## config.mk

```make
export PLATFORM = sky130hd
export DESIGN_NAME = ros2_buf_ctrl
export DESIGN_NICKNAME = d
export VERILOG_FILES = /design/src/hdl/ros2_buf_pkg.sv /design/src/hdl/handoff_if.sv /design/src/hdl/ros2_buf_ctrl.sv /design/src/hdl/buf_handoff.sv /design/src/hdl/pub_data_arbiter.sv /design/src/hdl/byte_queue.sv
export SDC_FILE = /design/constraint.sdc
export NUM_CORES = 1
export LEC_CHECK = 0
export ABC_AREA = 0
export BUFFER_PORTS_ARGS = -buffer_cell sky130_fd_sc_hd__buf_2
export CELL_PAD_IN_SITES_DETAIL_PLACEMENT = 2
export CELL_PAD_IN_SITES_GLOBAL_PLACEMENT = 2
export CORE_MARGIN = 8
export CORE_UTILIZATION = 48
export CTS_CLUSTER_SIZE = 28
export DETAILED_ROUTE_END_ITERATION = 12
export GPL_ROUTABILITY_DRIVEN = 0
export HOLD_SLACK_MARGIN = 0.03
export PLACE_DENSITY_LB_ADDON = 0.05
export SYNTH_ARGS = -nofsm -noshare
export SYNTH_HDL_FRONTEND = slang
export SYNTH_SLANG_ARGS = --single-unit
export TNS_END_PERCENT = 1
```

## constraint.sdc

```tcl
create_clock -name clk -period 3.1 [get_ports clk]
set_input_delay 0.31 -clock clk [delete_from_list [all_inputs] [get_ports clk]]
set_output_delay 0.31 -clock clk [all_outputs]
set_load 0.01 [all_outputs]
```

## src/hdl/ros2_buf_pkg.sv

```systemverilog
// -------------------------------------------------------------------------
// shared types for the buffer ownership arbiters and the byte queues.
// -------------------------------------------------------------------------

package ros2_buf_pkg;

  // ---------------------------------------------------------------------
  // ownership
  // ---------------------------------------------------------------------

  // owner of a shared buffer.
  typedef enum logic {
    OWNER_IP   = 1'b0,
    OWNER_USER = 1'b1
  } owner_t;

  // publisher app data arbiter state.
  typedef enum logic [1:0] {
    PUB_NONE = 2'b00,
    PUB_IP   = 2'b01,
    PUB_USER = 2'b10
  } pub_grant_t;

  // ---------------------------------------------------------------------
  // queue beats
  // ---------------------------------------------------------------------

  typedef logic [7:0] byte_t;

  typedef byte_t tx_beat_t;  // transmit side carries bare bytes.

  typedef struct packed {
    byte_t data;
    logic  last;             // end of packet.
  } rx_beat_t;

  localparam int DEF_TX_DEPTH = 16;
  localparam int DEF_RX_DEPTH = 32;

endpackage
```

## src/hdl/handoff_if.sv

```systemverilog
// -------------------------------------------------------------------------
// request and grant lines of one two-owner buffer hand-off.
// -------------------------------------------------------------------------

`timescale 1ns/1ns

interface handoff_if;

  logic to_user;     // move ownership to the user.
  logic to_ip;       // move ownership back to the ip.
  logic ip_grant;
  logic user_grant;

  // requesting side.
  modport host (
    output to_user,
    output to_ip,
    input  ip_grant,
    input  user_grant
  );

  // arbiter side.
  modport ctrl (
    input  to_user,
    input  to_ip,
    output ip_grant,
    output user_grant
  );

endinterface

```

## src/hdl/ros2_buf_ctrl.sv

```systemverilog
// -------------------------------------------------------------------------
// buffer ownership arbiters and byte queues of the ros 2 ethernet wrapper.
// -------------------------------------------------------------------------

`timescale 1ns/1ns

module ros2_buf_ctrl #(
  parameter int TX_DEPTH = ros2_buf_pkg::DEF_TX_DEPTH,
  parameter int RX_DEPTH = ros2_buf_pkg::DEF_RX_DEPTH
) (
  input  logic                clk,
  input  logic                rst_n,
  input  logic                i_ether_en,
  input  logic                i_sub_en,
  // publisher app data.
  input  logic                i_pub_ip_req,
  input  logic                i_pub_ip_rel,
  input  logic                i_pub_user_req,
  input  logic                i_pub_user_rel,
  output logic                o_pub_ip_grant,
  output logic                o_pub_user_grant,
  // subscriber app data buffer.
  input  logic                i_sub_user_req,
  input  logic                i_sub_user_rel,
  output logic                o_sub_ip_grant,
  output logic                o_sub_user_grant,
  // udp receive buffer.
  input  logic                i_rxbuf_ip_rel,
  input  logic                i_rxbuf_user_rel,
  output logic                o_rxbuf_ip_grant,
  output logic                o_rxbuf_user_grant,
  // udp transmit buffer.
  input  logic                i_txbuf_ip_rel,
  input  logic                i_txbuf_user_rel,
  output logic                o_txbuf_ip_grant,
  output logic                o_txbuf_user_grant,
  // transmit queue.
  input  logic                i_tx_wr,
  input  ros2_buf_pkg::byte_t i_tx_din,
  input  logic                i_tx_rd,
  output ros2_buf_pkg::byte_t o_tx_dout,
  output logic                o_tx_full,
  output logic                o_tx_empty,
  // receive queue.
  input  logic                i_rx_wr,
  input  ros2_buf_pkg::byte_t i_rx_din,
  input  logic                i_rx_last,
  input  logic                i_rx_rd,
  output ros2_buf_pkg::byte_t o_rx_dout,
  output logic                o_rx_last,
  output logic                o_rx_full,
  output logic                o_rx_empty
);

  import ros2_buf_pkg::*;

  // -----------------------------------------------------------------------
  // ownership arbiters
  // -----------------------------------------------------------------------

  pub_data_arbiter pub_arbiter (
    .clk          (clk),
    .rst_n        (rst_n),
    .i_enable     (i_ether_en),
    .i_ip_req     (i_pub_ip_req),
    .i_ip_rel     (i_pub_ip_rel),
    .i_user_req   (i_pub_user_req),
    .i_user_rel   (i_pub_user_rel),
    .o_ip_grant   (o_pub_ip_grant),
    .o_user_grant (o_pub_user_grant)
  );

  handoff_if sub_hif ();
  handoff_if rxbuf_hif ();
  handoff_if txbuf_hif ();

  assign sub_hif.to_user   = i_sub_user_req;
  assign sub_hif.to_ip     = i_sub_user_rel;
  assign rxbuf_hif.to_user = i_rxbuf_ip_rel;   // ip hands the received data over.
  assign rxbuf_hif.to_ip   = i_rxbuf_user_rel;
  assign txbuf_hif.to_user = i_txbuf_ip_rel;   // ip done sending.
  assign txbuf_hif.to_ip   = i_txbuf_user_rel;

  buf_handoff #(.INIT_OWNER(OWNER_IP)) sub_handoff (
    .clk      (clk),
    .rst_n    (rst_n),
    .i_enable (i_sub_en),
    .hif      (sub_hif)
  );

  buf_handoff #(.INIT_OWNER(OWNER_IP)) rxbuf_handoff (
    .clk      (clk),
    .rst_n    (rst_n),
    .i_enable (i_ether_en),
    .hif      (rxbuf_hif)
  );

  buf_handoff #(.INIT_OWNER(OWNER_USER)) txbuf_handoff (
    .clk      (clk),
    .rst_n    (rst_n),
    .i_enable (i_ether_en),
    .hif      (txbuf_hif)
  );

  assign o_sub_ip_grant     = sub_hif.ip_grant;
  assign o_sub_user_grant   = sub_hif.user_grant;
  assign o_rxbuf_ip_grant   = rxbuf_hif.ip_grant;
  assign o_rxbuf_user_grant = rxbuf_hif.user_grant;
  assign o_txbuf_ip_grant   = txbuf_hif.ip_grant;
  assign o_txbuf_user_grant = txbuf_hif.user_grant;

  // -----------------------------------------------------------------------
  // byte queues
  // -----------------------------------------------------------------------

  rx_beat_t rx_din_beat;
  rx_beat_t rx_dout_beat;

  assign rx_din_beat = '{data: i_rx_din, last: i_rx_last};
  assign o_rx_dout   = rx_dout_beat.data;
  assign o_rx_last   = rx_dout_beat.last;

  byte_queue #(.DEPTH(TX_DEPTH), .beat_t(tx_beat_t)) tx_queue (
    .clk     (clk),
    .rst_n   (rst_n),
    .i_wr    (i_tx_wr),
    .i_din   (i_tx_din),
    .i_rd    (i_tx_rd),
    .o_dout  (o_tx_dout),
    .o_full  (o_tx_full),
    .o_empty (o_tx_empty)
  );

  byte_queue #(.DEPTH(RX_DEPTH), .beat_t(rx_beat_t)) rx_queue (
    .clk     (clk),
    .rst_n   (rst_n),
    .i_wr    (i_rx_wr),
    .i_din   (rx_din_beat),
    .i_rd    (i_rx_rd),
    .o_dout  (rx_dout_beat),
    .o_full  (o_rx_full),
    .o_empty (o_rx_empty)
  );

endmodule

```

## src/hdl/buf_handoff.sv

```systemverilog
// -------------------------------------------------------------------------
// two-owner buffer hand-off between the ip and the user.
// -------------------------------------------------------------------------

`timescale 1ns/1ns

module buf_handoff #(
  parameter ros2_buf_pkg::owner_t INIT_OWNER = ros2_buf_pkg::OWNER_IP
) (
  input  logic clk,
  input  logic rst_n,
  input  logic i_enable,
  handoff_if.ctrl hif
);

  import ros2_buf_pkg::*;

  owner_t owner_q;

  always_ff @(posedge clk or negedge rst_n) begin
    if (!rst_n) begin
      owner_q <= INIT_OWNER;
    end else begin
      case (owner_q)
        OWNER_IP: begin
          if (hif.to_user) begin
            owner_q <= OWNER_USER;
          end
        end
        OWNER_USER: begin
          if (hif.to_ip) begin
            owner_q <= OWNER_IP;
          end
        end
      endcase
    end
  end

  // grants drop while disabled and the owner is kept.
  assign hif.ip_grant   = i_enable & (owner_q == OWNER_IP);
  assign hif.user_grant = i_enable & (owner_q == OWNER_USER);

endmodule

```

## src/hdl/pub_data_arbiter.sv

```systemverilog
// -------------------------------------------------------------------------
// publisher app data arbiter; ip wins a tie, owner holds until release.
// -------------------------------------------------------------------------

`timescale 1ns/1ns

module pub_data_arbiter (
  input  logic clk,
  input  logic rst_n,
  input  logic i_enable,
  input  logic i_ip_req,
  input  logic i_ip_rel,
  input  logic i_user_req,
  input  logic i_user_rel,
  output logic o_ip_grant,
  output logic o_user_grant
);

  import ros2_buf_pkg::*;

  pub_grant_t state_q;
  pub_grant_t state_d;

  always_comb begin
    state_d = state_q;
    case (state_q)
      PUB_NONE: begin
        if (i_ip_req) begin
          state_d = PUB_IP;       // ip first, also on a tie.
        end else if (i_user_req) begin
          state_d = PUB_USER;
        end
      end
      PUB_IP: begin
        if (i_ip_rel) begin
          state_d = PUB_NONE;
        end
      end
      PUB_USER: begin
        if (i_user_rel) begin
          state_d = PUB_NONE;
        end
      end
      default: state_d = PUB_NONE;
    endcase
  end

  always_ff @(posedge clk or negedge rst_n) begin
    if (!rst_n) begin
      state_q <= PUB_NONE;
    end else begin
      state_q <= state_d;
    end
  end

  assign o_ip_grant   = i_enable & (state_q == PUB_IP);
  assign o_user_grant = i_enable & (state_q == PUB_USER);

endmodule

```

## src/hdl/byte_queue.sv

```systemverilog
// -------------------------------------------------------------------------
// first-word-fall-through queue with registered full and empty flags.
// -------------------------------------------------------------------------

`timescale 1ns/1ns

module byte_queue #(
  parameter int  DEPTH  = ros2_buf_pkg::DEF_TX_DEPTH,
  parameter type beat_t = ros2_buf_pkg::byte_t
) (
  input  logic  clk,
  input  logic  rst_n,
  input  logic  i_wr,
  input  beat_t i_din,
  input  logic  i_rd,
  output beat_t o_dout,
  output logic  o_full,
  output logic  o_empty
);

  localparam int AW = $clog2(DEPTH);
  localparam int CW = $clog2(DEPTH + 1);
  localparam logic [AW-1:0] LAST_IDX = AW'(DEPTH - 1);

  beat_t         mem [DEPTH];
  logic [AW-1:0] wr_ptr_q;
  logic [AW-1:0] rd_ptr_q;
  logic [CW-1:0] count_q;
  logic [CW-1:0] count_d;
  logic          wr_ok;
  logic          rd_ok;

  assign wr_ok = i_wr & ~o_full;   // drop writes while full.
  assign rd_ok = i_rd & ~o_empty;  // ignore reads while empty.

  always_comb begin
    case ({wr_ok, rd_ok})
      2'b10:   count_d = count_q + 1'b1;
      2'b01:   count_d = count_q - 1'b1;
      default: count_d = count_q;
    endcase
  end

  always_ff @(posedge clk or negedge rst_n) begin
    if (!rst_n) begin
      wr_ptr_q <= '0;
      rd_ptr_q <= '0;
      count_q  <= '0;
      o_full   <= 1'b0;
      o_empty  <= 1'b1;
    end else begin
      if (wr_ok) begin
        wr_ptr_q <= (wr_ptr_q == LAST_IDX) ? '0 : wr_ptr_q + 1'b1;
      end
      if (rd_ok) begin
        rd_ptr_q <= (rd_ptr_q == LAST_IDX) ? '0 : rd_ptr_q + 1'b1;
      end
      count_q <= count_d;
      o_full  <= (count_d == CW'(DEPTH));
      o_empty <= (count_d == '0);
    end
  end

  always_ff @(posedge clk) begin
    if (wr_ok) begin
      mem[wr_ptr_q] <= i_din;
    end
  end

  assign o_dout = mem[rd_ptr_q];  // head beat.

endmodule

```

==> results of run 1 <==
==> critical path: stages (launching register included) <==
cell and delay [ns]:
dfrtp_4 0.50, buf_12 0.15, buf_12 0.13, buf_16 0.15
mux4_2 0.50, mux4_2 0.50, mux2_4 0.30, buf_6 0.13
==> timing repair <==
item                       CTS  global route
setup buffers                7             3
pin swaps                    0             1
hold endpoints to repair    40             0
gates resized for setup     19             7
hold buffers                10             0
setup endpoints to repair   10            10
cloned                       3             2
==> registers in the layout (all words and copies together), names as in the netlist, 2 cells and up <==
name                 count
pub_arbiter.state_q      2
rx_queue.count_q         6
rx_queue.mem           288
rx_queue.rd_ptr_q        5
rx_queue.wr_ptr_q        5
tx_queue.count_q         5
tx_queue.mem           128
tx_queue.rd_ptr_q        4
tx_queue.wr_ptr_q        4
==> through the flow <==
step                instances  hold slack (ns)  total power, mW
finish                   1612           0.0480             19.4
global route             1612           0.0718             20.1
CTS                      1607           0.0570             19.4
detailed placement       1500            0.476             13.2
global placement         1500            0.460             12.8
floorplan                 922           0.0144             11.1
==> cell usage after synthesis, drive strengths merged (2+ instances only) <==
master	n
mux2i	4
or3	5
dfstp	3
o41ai	3
clkbuf	22
nand2	37
inv	15
o21ai	16
a21boi	2
nor3	15
a21oi	12
mux2	13
buf	26
nand3	9
nor2	60
mux4	130
xor2	5
o31ai	3
a21o	3
o211ai	2
a211oi	5
ha	16
and2	4
and3	2
nor3b	5
nand2b	8
nor2b	9
nand4	5
xnor2	6
a31oi	4
nand3b	5
edfxtp	416
dfrtp	35
==> cell type report <==
class	count	area, µm²
clock buffers	62	1300
multi-input cells	404	4650
clock inverters	25	250
well taps	511	639
inverters	16	60.1
repair buffers	140	1240
flip-flops and latches	454	13500
fillers	3207	16100
==> cell families after synthesis <==
logic type,Yosys count,share of synthesized area [%]
and+or+nand+nor,169,4.39
xor gates and xnor gates,11,0.525
muxes,147,17.0
adders and majority gates,16,1.09
DFF,454,73.3
buffers and inverters,64,1.53
AOI/OAI and AO/OA,61,2.17
==> metal layers <==
layer | vias to the layer above | global-route usage [%] | share of wire [%]
met5 | - | 0 | 0.087
met2 | 290 | 42.9 | 54
met3 | 85 | 3.45 | 4.4
met4 | 6 | 7.69 | 2.5
met1 | 5243 | 28.4 | 39
li1 | 4049 | - | -
==> power by group through the flow <==
stage | combinational, mW | clock (mW) | sequential (mW)
after floorplan | 3.59 | 0 | 7.55
after global placement | 4.90 | 0 | 7.87
after detailed placement | 5.22 | 0 | 7.97
after CTS | 5.69 | 5.86 | 7.88
after global routing | 6.12 | 6.06 | 7.95
final | 5.77 | 5.78 | 7.88
==> worst max path at each step <==
stage	cells after the start	to
after floorplan	12	rx_queue.o_empty$_DFF_PN1_
after global placement	11	tx_queue.o_full$_DFF_PN0_
after detailed placement	11	tx_queue.o_full$_DFF_PN0_
after CTS	6	o_rx_dout[7]
after global routing	7	o_rx_dout[6]
final	7	o_rx_dout[6]
==> impl_metrics.env, run 1 <==
export IMPL_antenna_found_initial=3
export IMPL_fin_nets=1115
export IMPL_max_slew_worst_pin_slew_ns=1.10
export IMPL_synth_area_mm2=0.0183
export IMPL_synth_enable_flop_cells=416
export IMPL_first_global_vias=11000
export IMPL_violations="setup timing"
export IMPL_die_h_um=211
export IMPL_cts_buffer_depth=3
export IMPL_slew_violations=0
export IMPL_drive_gt1_share_pct=31.5
export IMPL_core_area_mm2=0.0377
export IMPL_cp_end_kind="primary output"
export IMPL_crit_required_ns=2.79
export IMPL_max_freq_mhz=307
export IMPL_fin_skew_ns=0.0282
export IMPL_clk_latency_ns=0.60
export IMPL_cp_arrival_ns=2.95
export IMPL_min_to="pub_arbiter.state_q[1]$_DFFE_PN0P_"
export IMPL_syn_area_per_cell_um2=19.9
export IMPL_antenna_cells=0
export IMPL_cts_root_buffer="clkbuf_16"
export IMPL_cts_tree="yes"
export IMPL_leakage_nw=7.26
export IMPL_io_pin_count=64
export IMPL_power_net_switching_mw=5.95
export IMPL_criticalPathCategory="register to primary output"
export IMPL_syn_instance_count=922
export IMPL_yosysWarnings=0
export IMPL_worstSetupStartpoint="rx_queue.rd_ptr_q[0]$_DFFE_PN0P_"
export IMPL_hold_path_class="input port to register"
export IMPL_clk_pin_slew_worst_paths_ns=0.06
export IMPL_drt_vias_per_instance=6.00
export IMPL_synth_area_leaders="edfxtp_1, mux4_2, dfrtp_1"
export IMPL_ys_async_sr_fraction_pct=8.37
export IMPL_grt_setup_unrepaired="yes"
export IMPL_dp_hpwl_um=32400
export IMPL_post_route_util_pct=57.3
export IMPL_finalSetupViolCount=9
export IMPL_swShare_pct=30.6
export IMPL_grt_overflow_total=0
export IMPL_ys_types=54
export IMPL_die_w_um=211
export IMPL_p_seq_share_pct=40.6
export IMPL_final_area_mm2=0.0216
export IMPL_drv_cap=0
export IMPL_vias=9673
export IMPL_p_comb_share_pct=29.7
export IMPL_rows=71
export IMPL_final_common_cell="edfxtp_1"
export IMPL_syn_nets=973
export IMPL_drc=0
export IMPL_ant_nets=0
export IMPL_die_area_mm2=0.0447
export IMPL_routed_wl_um=52700
export IMPL_synth_top_cell_area_share_pct=68.1
export IMPL_power_frac_clock_pct=29.7
export IMPL_hold_viol_final=0
export IMPL_place_port_buffers=63
export IMPL_htreeDepth=2
export IMPL_outcome="complete, but fails checks"
export IMPL_synth_main_ff_cell="edfxtp_1"
export IMPL_grt_pass1_wl_um=76100
export IMPL_tns_ns=-1.23
export IMPL_worst_setup_path_start_kind="register"
export IMPL_drtPass1Iterations=5
export IMPL_ff2ff_path_depth=11
export IMPL_start_util_pct=48.7
export IMPL_max_slew_margin_pct=26.5
export IMPL_layout_setup_ws_ns=-0.158
export IMPL_numCtsBuffers=48
export IMPL_layout_common_cells="edfxtp_1, mux4_2, nor2_1"
export IMPL_dpl_cell_area_mm2=0.0196
export IMPL_ys_seq_elements=454
export IMPL_synth_largest_area_cell="edfxtp_1"
export IMPL_rr_endpoint="tx_queue.o_full$_DFF_PN0_"
export IMPL_hp_start="i_pub_user_rel"
export IMPL_r2r_start="tx_queue.o_empty$_DFF_PN1_"
export IMPL_drtIter0Drc=665
export IMPL_preCtsSetupSlack_ns=0.141
export IMPL_min_period_ns=3.26
export IMPL_critPathMaxFanout=8
export IMPL_track_usage_pct=23.5
export IMPL_power_density_mw_per_mm2=900
export IMPL_ys_seq_area_share_pct=73.3
export IMPL_whs_path_depth=4
export IMPL_r2r_setup_slack_ns=0.15
export IMPL_grt_max_degree=39
export IMPL_finalCritPeriodShare_pct=105
export IMPL_cts_sinks=454
export IMPL_ir_drop_mv=0.668
export IMPL_power_internal_mw=13.5
export IMPL_area_growth_pct=17.7
export IMPL_wl_per_cell_um=32.7
(Power assumes the default switching activity.)
==> run 2, diff against run 1 <==
--- a/config.mk
+++ b/config.mk
@@ -16,6 +16,7 @@
 export GPL_ROUTABILITY_DRIVEN = 0
 export HOLD_SLACK_MARGIN = 0.03
 export PLACE_DENSITY_LB_ADDON = 0.05
+export RECOVER_POWER = 50
 export SYNTH_ARGS = -nofsm -noshare
 export SYNTH_HDL_FRONTEND = slang
 export SYNTH_SLANG_ARGS = --single-unit
==> run 2 against run 1 <==
The run ends with capacitance limit, slew limit, setup timing left. Register-to-register slack barely moved. Clock skew rose by 0.0023 ns. First-iteration DRC count rose by 2.9%. Routed wire length rose by 0.13%. Core utilization fell by 0.073 points. Combinational power barely moved. Sequential share of layout area rose by 0.080 points. Final area fell by 0.13%. Worst setup slack improved by 0.0087 ns. Maximum frequency rose by 0.27%. Via count rose by 0.49%. Hold slack barely moved. Highest routed layer unchanged.
==> impl_metrics.env, run 2 (synthesized netlist as in run 1, its figures left out) <==
export IMPL_violations="capacitance limit, slew limit, setup timing"
export IMPL_io_pin_count=64
export IMPL_clk_pin_slew_worst_paths_ns=0.06
export IMPL_rows=71
export IMPL_core_area_mm2=0.0377
export IMPL_cts_sinks=454
export IMPL_dpl_cell_area_mm2=0.0196
export IMPL_max_slew_margin_pct=-55.9
export IMPL_largest_reg_flops=288
export IMPL_cts_root_buffer="clkbuf_16"
export IMPL_r2r_setup_slack_ns=0.16
export IMPL_grt_max_degree=39
export IMPL_start_util_pct=48.7
export IMPL_max_slew_worst_pin_slew_ns=2.34
export IMPL_clk_latency_ns=0.60
export IMPL_die_area_mm2=0.0447
export IMPL_drive_gt1_share_pct=29.6
export IMPL_die_w_um=211
export IMPL_cp_end_kind="primary output"
export IMPL_critPathMaxFanout=8
export IMPL_worstSetupStartpoint="rx_queue.rd_ptr_q[0]$_DFFE_PN0P_"
export IMPL_area_growth_pct=17.5
export IMPL_regMostFlops="rx_queue.mem"
export IMPL_drtIter0Drc=684
export IMPL_swShare_pct=30.6
export IMPL_ant_nets=0
export IMPL_die_h_um=211
export IMPL_crit_required_ns=2.79
export IMPL_max_freq_mhz=308
export IMPL_finalSetupViolCount=9
export IMPL_drt_vias_per_instance=6.03
export IMPL_slew_violations=336
export IMPL_placed_cells=1500
export IMPL_drc=0
export IMPL_ir_drop_mv=0.675
export IMPL_track_usage_pct=23.5
export IMPL_hold_path_class="input port to register"
export IMPL_leakage_nw=7.20
export IMPL_endpoint="o_rx_dout[6]"
export IMPL_ff2ff_path_depth=11
export IMPL_p_seq_share_pct=40.6
export IMPL_first_global_vias=11000
export IMPL_power_density_mw_per_mm2=902
export IMPL_routed_wl_um=52700
export IMPL_power_net_switching_mw=5.95
export IMPL_drv_cap=10
export IMPL_antenna_found_initial=3
export IMPL_final_common_cell="edfxtp_1"
export IMPL_numCtsBuffers=48
export IMPL_power_internal_mw=13.5
export IMPL_criticalPathCategory="register to primary output"
export IMPL_power_frac_clock_pct=29.8
export IMPL_place_port_buffers=63
export IMPL_min_period_ns=3.25
export IMPL_vias=9720
export IMPL_cts_tree="yes"
export IMPL_cp_arrival_ns=2.94
export IMPL_rr_endpoint="tx_queue.o_full$_DFF_PN0_"
export IMPL_p_comb_share_pct=29.6
export IMPL_layout_setup_ws_ns=-0.149
export IMPL_fin_nets=1115
export IMPL_grt_overflow_total=0
export IMPL_htreeDepth=2
export IMPL_final_area_mm2=0.0216
export IMPL_hold_viol_final=0
export IMPL_reg_top3="rx_queue.mem (288), tx_queue.mem (128), rx_queue.count_q (6)"
export IMPL_r2r_start="tx_queue.o_empty$_DFF_PN1_"
export IMPL_cts_buffer_depth=3
export IMPL_fin_skew_ns=0.0306
export IMPL_post_route_util_pct=57.2
export IMPL_grt_pass1_wl_um=76100
export IMPL_power_mw=19.4
export IMPL_antenna_cells=0
export IMPL_grt_setup_unrepaired="yes"
export IMPL_layout_common_cells="edfxtp_1, mux4_2, nor2_1"
export IMPL_worst_setup_path_start_kind="register"
export IMPL_drtPass1Iterations=5
export IMPL_finalCritPeriodShare_pct=105
export IMPL_outcome="complete, but fails checks"
export IMPL_stdcell_count=1612
export IMPL_dp_hpwl_um=32400
export IMPL_tns_ns=-1.20
export IMPL_wl_per_cell_um=32.7
[run 2: cell count changes in the layout (fill, tap and decap cells not counted), sizes merged]
| cell | change |
|---|---|
| buf | -20 |
| clkbuf | +20 |
[run 2: power groups by stage]
| stage | Clock, mW | Sequential (mW) | Combinational (mW) |
|---|---|---|---|
| finish | 5.79 | 7.88 | 5.76 |
| global route | 6.06 | 7.95 | 6.11 |
| CTS | 5.86 | 7.88 | 5.69 |
| detailed placement | 0 | 7.97 | 5.22 |
| global placement | 0 | 7.87 | 4.90 |
| floorplan | 0 | 7.55 | 3.59 |
[run 2: how the worst min path moves through the flow]
stage | startpoint | endpoint | cells past startpoint
2_1_floorplan | rst_n | pub_arbiter.state_q[0]$_DFFE_PN0P_ | 0
3_3_place_gp | i_txbuf_user_rel | txbuf_handoff.owner_q$_DFF_PN1_ | 2
3_5_place_dp | i_txbuf_user_rel | txbuf_handoff.owner_q$_DFF_PN1_ | 2
4_1_cts | i_pub_user_rel | pub_arbiter.state_q[1]$_DFFE_PN0P_ | 4
5_1_grt | i_pub_user_rel | pub_arbiter.state_q[1]$_DFFE_PN0P_ | 4
6_report | i_pub_user_rel | pub_arbiter.state_q[1]$_DFFE_PN0P_ | 4
[run 2: area by class of cell]
cell class	count	area, µm²
clock buffer	62	1300
clock inverter	25	250
fill	3207	16100
inverter	16	60.1
multi-input combinational	404	4650
sequential	454	13500
tap	511	639
timing repair buffer	140	1210
[run 2: through the flow]
| stage | hold WS, ns | setup slack (ns) |
|---|---|---|
| finish | 0.0482 | -0.149 |
| global route | 0.0718 | -0.190 |
| CTS | 0.0570 | -0.139 |
| detailed placement | 0.476 | 0.141 |
| global placement | 0.460 | 0.391 |
| floorplan | 0.0144 | 0.429 |
[run 2: repair_timing]
item	in CTS	in global routing
pin swaps	0	1
endpoints found under the hold margin	40	0
endpoints found under the setup margin	10	10
gates cloned	3	2
hold buffers	10	0
setup buffers	7	3
gates resized for setup	19	7
[run 2: critical path, stage by stage, from the launching register on]
cell,delay (ns)
dfrtp_4,0.49
buf_12,0.15
buf_12,0.13
buf_16,0.15
mux4_2,0.50
mux4_2,0.50
mux2_4,0.29
buf_6,0.13
[run 2: per-layer routing]
metal,vias to the layer above,global-route usage [%],part of all wire [%]
met2,317,42.9,54
met3,87,3.45,4.7
met4,6,7.69,2.6
met5,-,0,0.087
li1,4044,-,-
met1,5266,28.4,39
==> run 3, diff against run 2 <==
--- a/config.mk
+++ b/config.mk
@@ -9,13 +9,14 @@
 export BUFFER_PORTS_ARGS = -buffer_cell sky130_fd_sc_hd__buf_2
 export CELL_PAD_IN_SITES_DETAIL_PLACEMENT = 2
 export CELL_PAD_IN_SITES_GLOBAL_PLACEMENT = 2
+export CORE_ASPECT_RATIO = 0.9
 export CORE_MARGIN = 8
 export CORE_UTILIZATION = 48
 export CTS_CLUSTER_SIZE = 28
 export DETAILED_ROUTE_END_ITERATION = 12
 export GPL_ROUTABILITY_DRIVEN = 0
 export HOLD_SLACK_MARGIN = 0.03
-export PLACE_DENSITY_LB_ADDON = 0.05
+export PLACE_DENSITY_LB_ADDON = 0.2
 export RECOVER_POWER = 50
 export SYNTH_ARGS = -nofsm -noshare
 export SYNTH_HDL_FRONTEND = slang
==> run 3 against run 2 <==
The flow still finishes with violations (capacitance limit, slew limit, setup timing). Routed wire length rose by 0.29%. Clock skew fell by 0.0038 ns. Critical path depth fell by 1. Register-to-register slack improved by 0.23 ns. Highest routed layer is now met4.
==> impl_metrics.env, run 3 (synthesized netlist as in run 1, its figures left out) <==
export IMPL_outcome="complete, but fails checks"
export IMPL_violations="capacitance limit, slew limit, setup timing"
export IMPL_rows=68
export IMPL_final_common_cell="edfxtp_1"
export IMPL_core_area_mm2=0.0380
export IMPL_hold_path_class="input port to register"
export IMPL_hold_viol_final=0
export IMPL_drt_vias_per_instance=6.14
export IMPL_post_route_util_pct=56.5
export IMPL_cts_sinks=454
export IMPL_power_density_mw_per_mm2=889
export IMPL_wl_per_cell_um=33.1
export IMPL_nFillCells=3184
export IMPL_drv_cap=10
export IMPL_r2r_setup_slack_ns=0.39
export IMPL_antenna_found_initial=0
export IMPL_drtPass1Iterations=5
export IMPL_largest_reg_flops=288
export IMPL_drtIter0Drc=887
export IMPL_routed_wl_um=52900
export IMPL_ant_nets=0
export IMPL_dpl_cell_area_mm2=0.0196
export IMPL_cts_buffer_depth=3
export IMPL_slew_violations=336
export IMPL_crit_chain="buf_12 -> buf_16 -> mux4_2 -> mux4_2 -> mux2_4 -> buf_6"
export IMPL_critPathMaxFanout=7
export IMPL_io_pin_count=64
export IMPL_cp_end_kind="primary output"
export IMPL_power_internal_mw=13.3
export IMPL_power_mw=19.1
export IMPL_max_slew_worst_pin_slew_ns=2.30
export IMPL_rr_endpoint="tx_queue.o_full$_DFF_PN0_"
export IMPL_cts_tree="yes"
export IMPL_final_area_mm2=0.0215
export IMPL_slowest_stage="mux4_2"
export IMPL_die_w_um=222
export IMPL_fin_skew_ns=0.0267
export IMPL_numCtsBuffers=47
export IMPL_slowest_delay_ns=0.55
export IMPL_track_usage_pct=23.4
export IMPL_layout_setup_ws_ns=-0.0926
export IMPL_max_freq_mhz=313
export IMPL_start_util_pct=48.2
export IMPL_drive_gt1_share_pct=30.2
export IMPL_clk_pin_slew_worst_paths_ns=0.06
export IMPL_r2r_start="tx_queue.o_empty$_DFF_PN1_"
export IMPL_p_seq_share_pct=41.2
export IMPL_criticalPathCategory="register to primary output"
export IMPL_reg_top3="rx_queue.mem (288), tx_queue.mem (128), rx_queue.count_q (6)"
export IMPL_clk_latency_ns=0.59
export IMPL_min_period_ns=3.19
export IMPL_placed_cells=1492
export IMPL_min_to="pub_arbiter.state_q[1]$_DFFE_PN0P_"
export IMPL_htreeDepth=2
export IMPL_power_net_switching_mw=5.82
export IMPL_whs_ns=0.0991
export IMPL_leakage_nw=7.21
export IMPL_fin_nets=1124
export IMPL_antenna_cells=0
export IMPL_dp_hpwl_um=31900
export IMPL_first_global_vias=10900
export IMPL_ir_drop_mv=0.471
export IMPL_whs_path_depth=4
export IMPL_finalCritPeriodShare_pct=103
export IMPL_preCtsSetupSlack_ns=0.339
export IMPL_die_area_mm2=0.0447
export IMPL_vias=9811
export IMPL_finalSetupViolCount=9
export IMPL_die_h_um=201
export IMPL_ff2ff_path_depth=11
export IMPL_cpMostUsedCell="mux4_2"
export IMPL_cp_arrival_ns=2.88
export IMPL_place_port_buffers=63
export IMPL_tns_ns=-0.621
export IMPL_regMostFlops="rx_queue.mem"
export IMPL_crit_required_ns=2.79
export IMPL_cts_root_buffer="clkbuf_16"
export IMPL_grt_max_degree=39
export IMPL_worst_setup_path_start_kind="register"
export IMPL_swShare_pct=30.4
export IMPL_p_comb_share_pct=29.4
export IMPL_area_growth_pct=17.2
export IMPL_drc=0
export IMPL_hp_start="i_pub_user_rel"
export IMPL_grt_pass1_wl_um=76300
export IMPL_stdcell_count=1598
export IMPL_grt_setup_unrepaired="yes"
export IMPL_power_frac_clock_pct=29.3
export IMPL_max_slew_margin_pct=-53.4
export IMPL_grt_overflow_total=0
export IMPL_layout_common_cells="edfxtp_1, mux4_2, buf_4"
-- run 3: cell count changes in the layout (fill, tap and decap cells not counted), moves of 2 or more --
cell        previous run  this run
buf_4                 47        61
buf_12                12         5
clkinv_1              13        10
clkinvlp_4             0         3
dfrtp_2                2         0
dfrtp_4                1         3
-- run 3: power groups by stage --
stage | clock network [mW] | logic [mW] | registers [mW]
2_1_floorplan | 0 | 3.59 | 7.55
3_3_place_gp | 0 | 4.85 | 7.94
3_5_place_dp | 0 | 5.08 | 8.01
4_1_cts | 5.71 | 5.58 | 7.89
5_1_grt | 5.87 | 6.01 | 7.95
6_report | 5.61 | 5.62 | 7.88
-- run 3: cell type report --
cell class | count | area, µm² | area share (%)
sequential | 454 | 13500 | 62.6
clock buffer | 61 | 1270 | 5.91
tap | 490 | 613 | 2.85
multi-input combinational | 404 | 4650 | 21.6
timing repair buffer | 150 | 1230 | 5.72
inverter | 16 | 60.1 | 0.279
clock inverter | 23 | 211 | 0.984
-- run 3: critical path, delay by kind of cell (launching register included) --
family	cells	cell delay, ns
buf+inv	3	0.47
flops	1	0.44
mux	3	1.39
-- run 3: how the worst max path moves through the flow --
stage	from	end	slack, ns
after global routing	rx_queue.rd_ptr_q[0]$_DFFE_PN0P_	o_rx_dout[4]	-0.13
after detailed placement	rx_queue.rd_ptr_q[0]$_DFFE_PN0P_	o_rx_dout[4]	0.34
final	rx_queue.rd_ptr_q[0]$_DFFE_PN0P_	o_rx_dout[4]	-0.09
after CTS	rx_queue.rd_ptr_q[0]$_DFFE_PN0P_	o_rx_dout[6]	-0.12
after global placement	rx_queue.rd_ptr_q[0]$_DFFE_PN0P_	o_rx_dout[2]	0.38
after floorplan	rx_queue.o_empty$_DFF_PN1_	rx_queue.o_empty$_DFF_PN1_	0.43
-- run 3: per-layer routing --
layer,vias to the layer above,GRT usage (%),part of all wire (%)
li1,4054,-,-
met2,338,41.5,53
met3,88,3.68,5.4
met4,0,7.67,2.9
met5,-,0,0
met1,5331,29.3,39
-- run 3: repair_timing --
item,in CTS,in global routing
endpoints found under the setup margin,9,10
pin swaps,0,0
buffers inserted,5,3
gates cloned,2,3
hold endpoints to repair,40,0
hold buffers,10,0
resized for setup,20,6
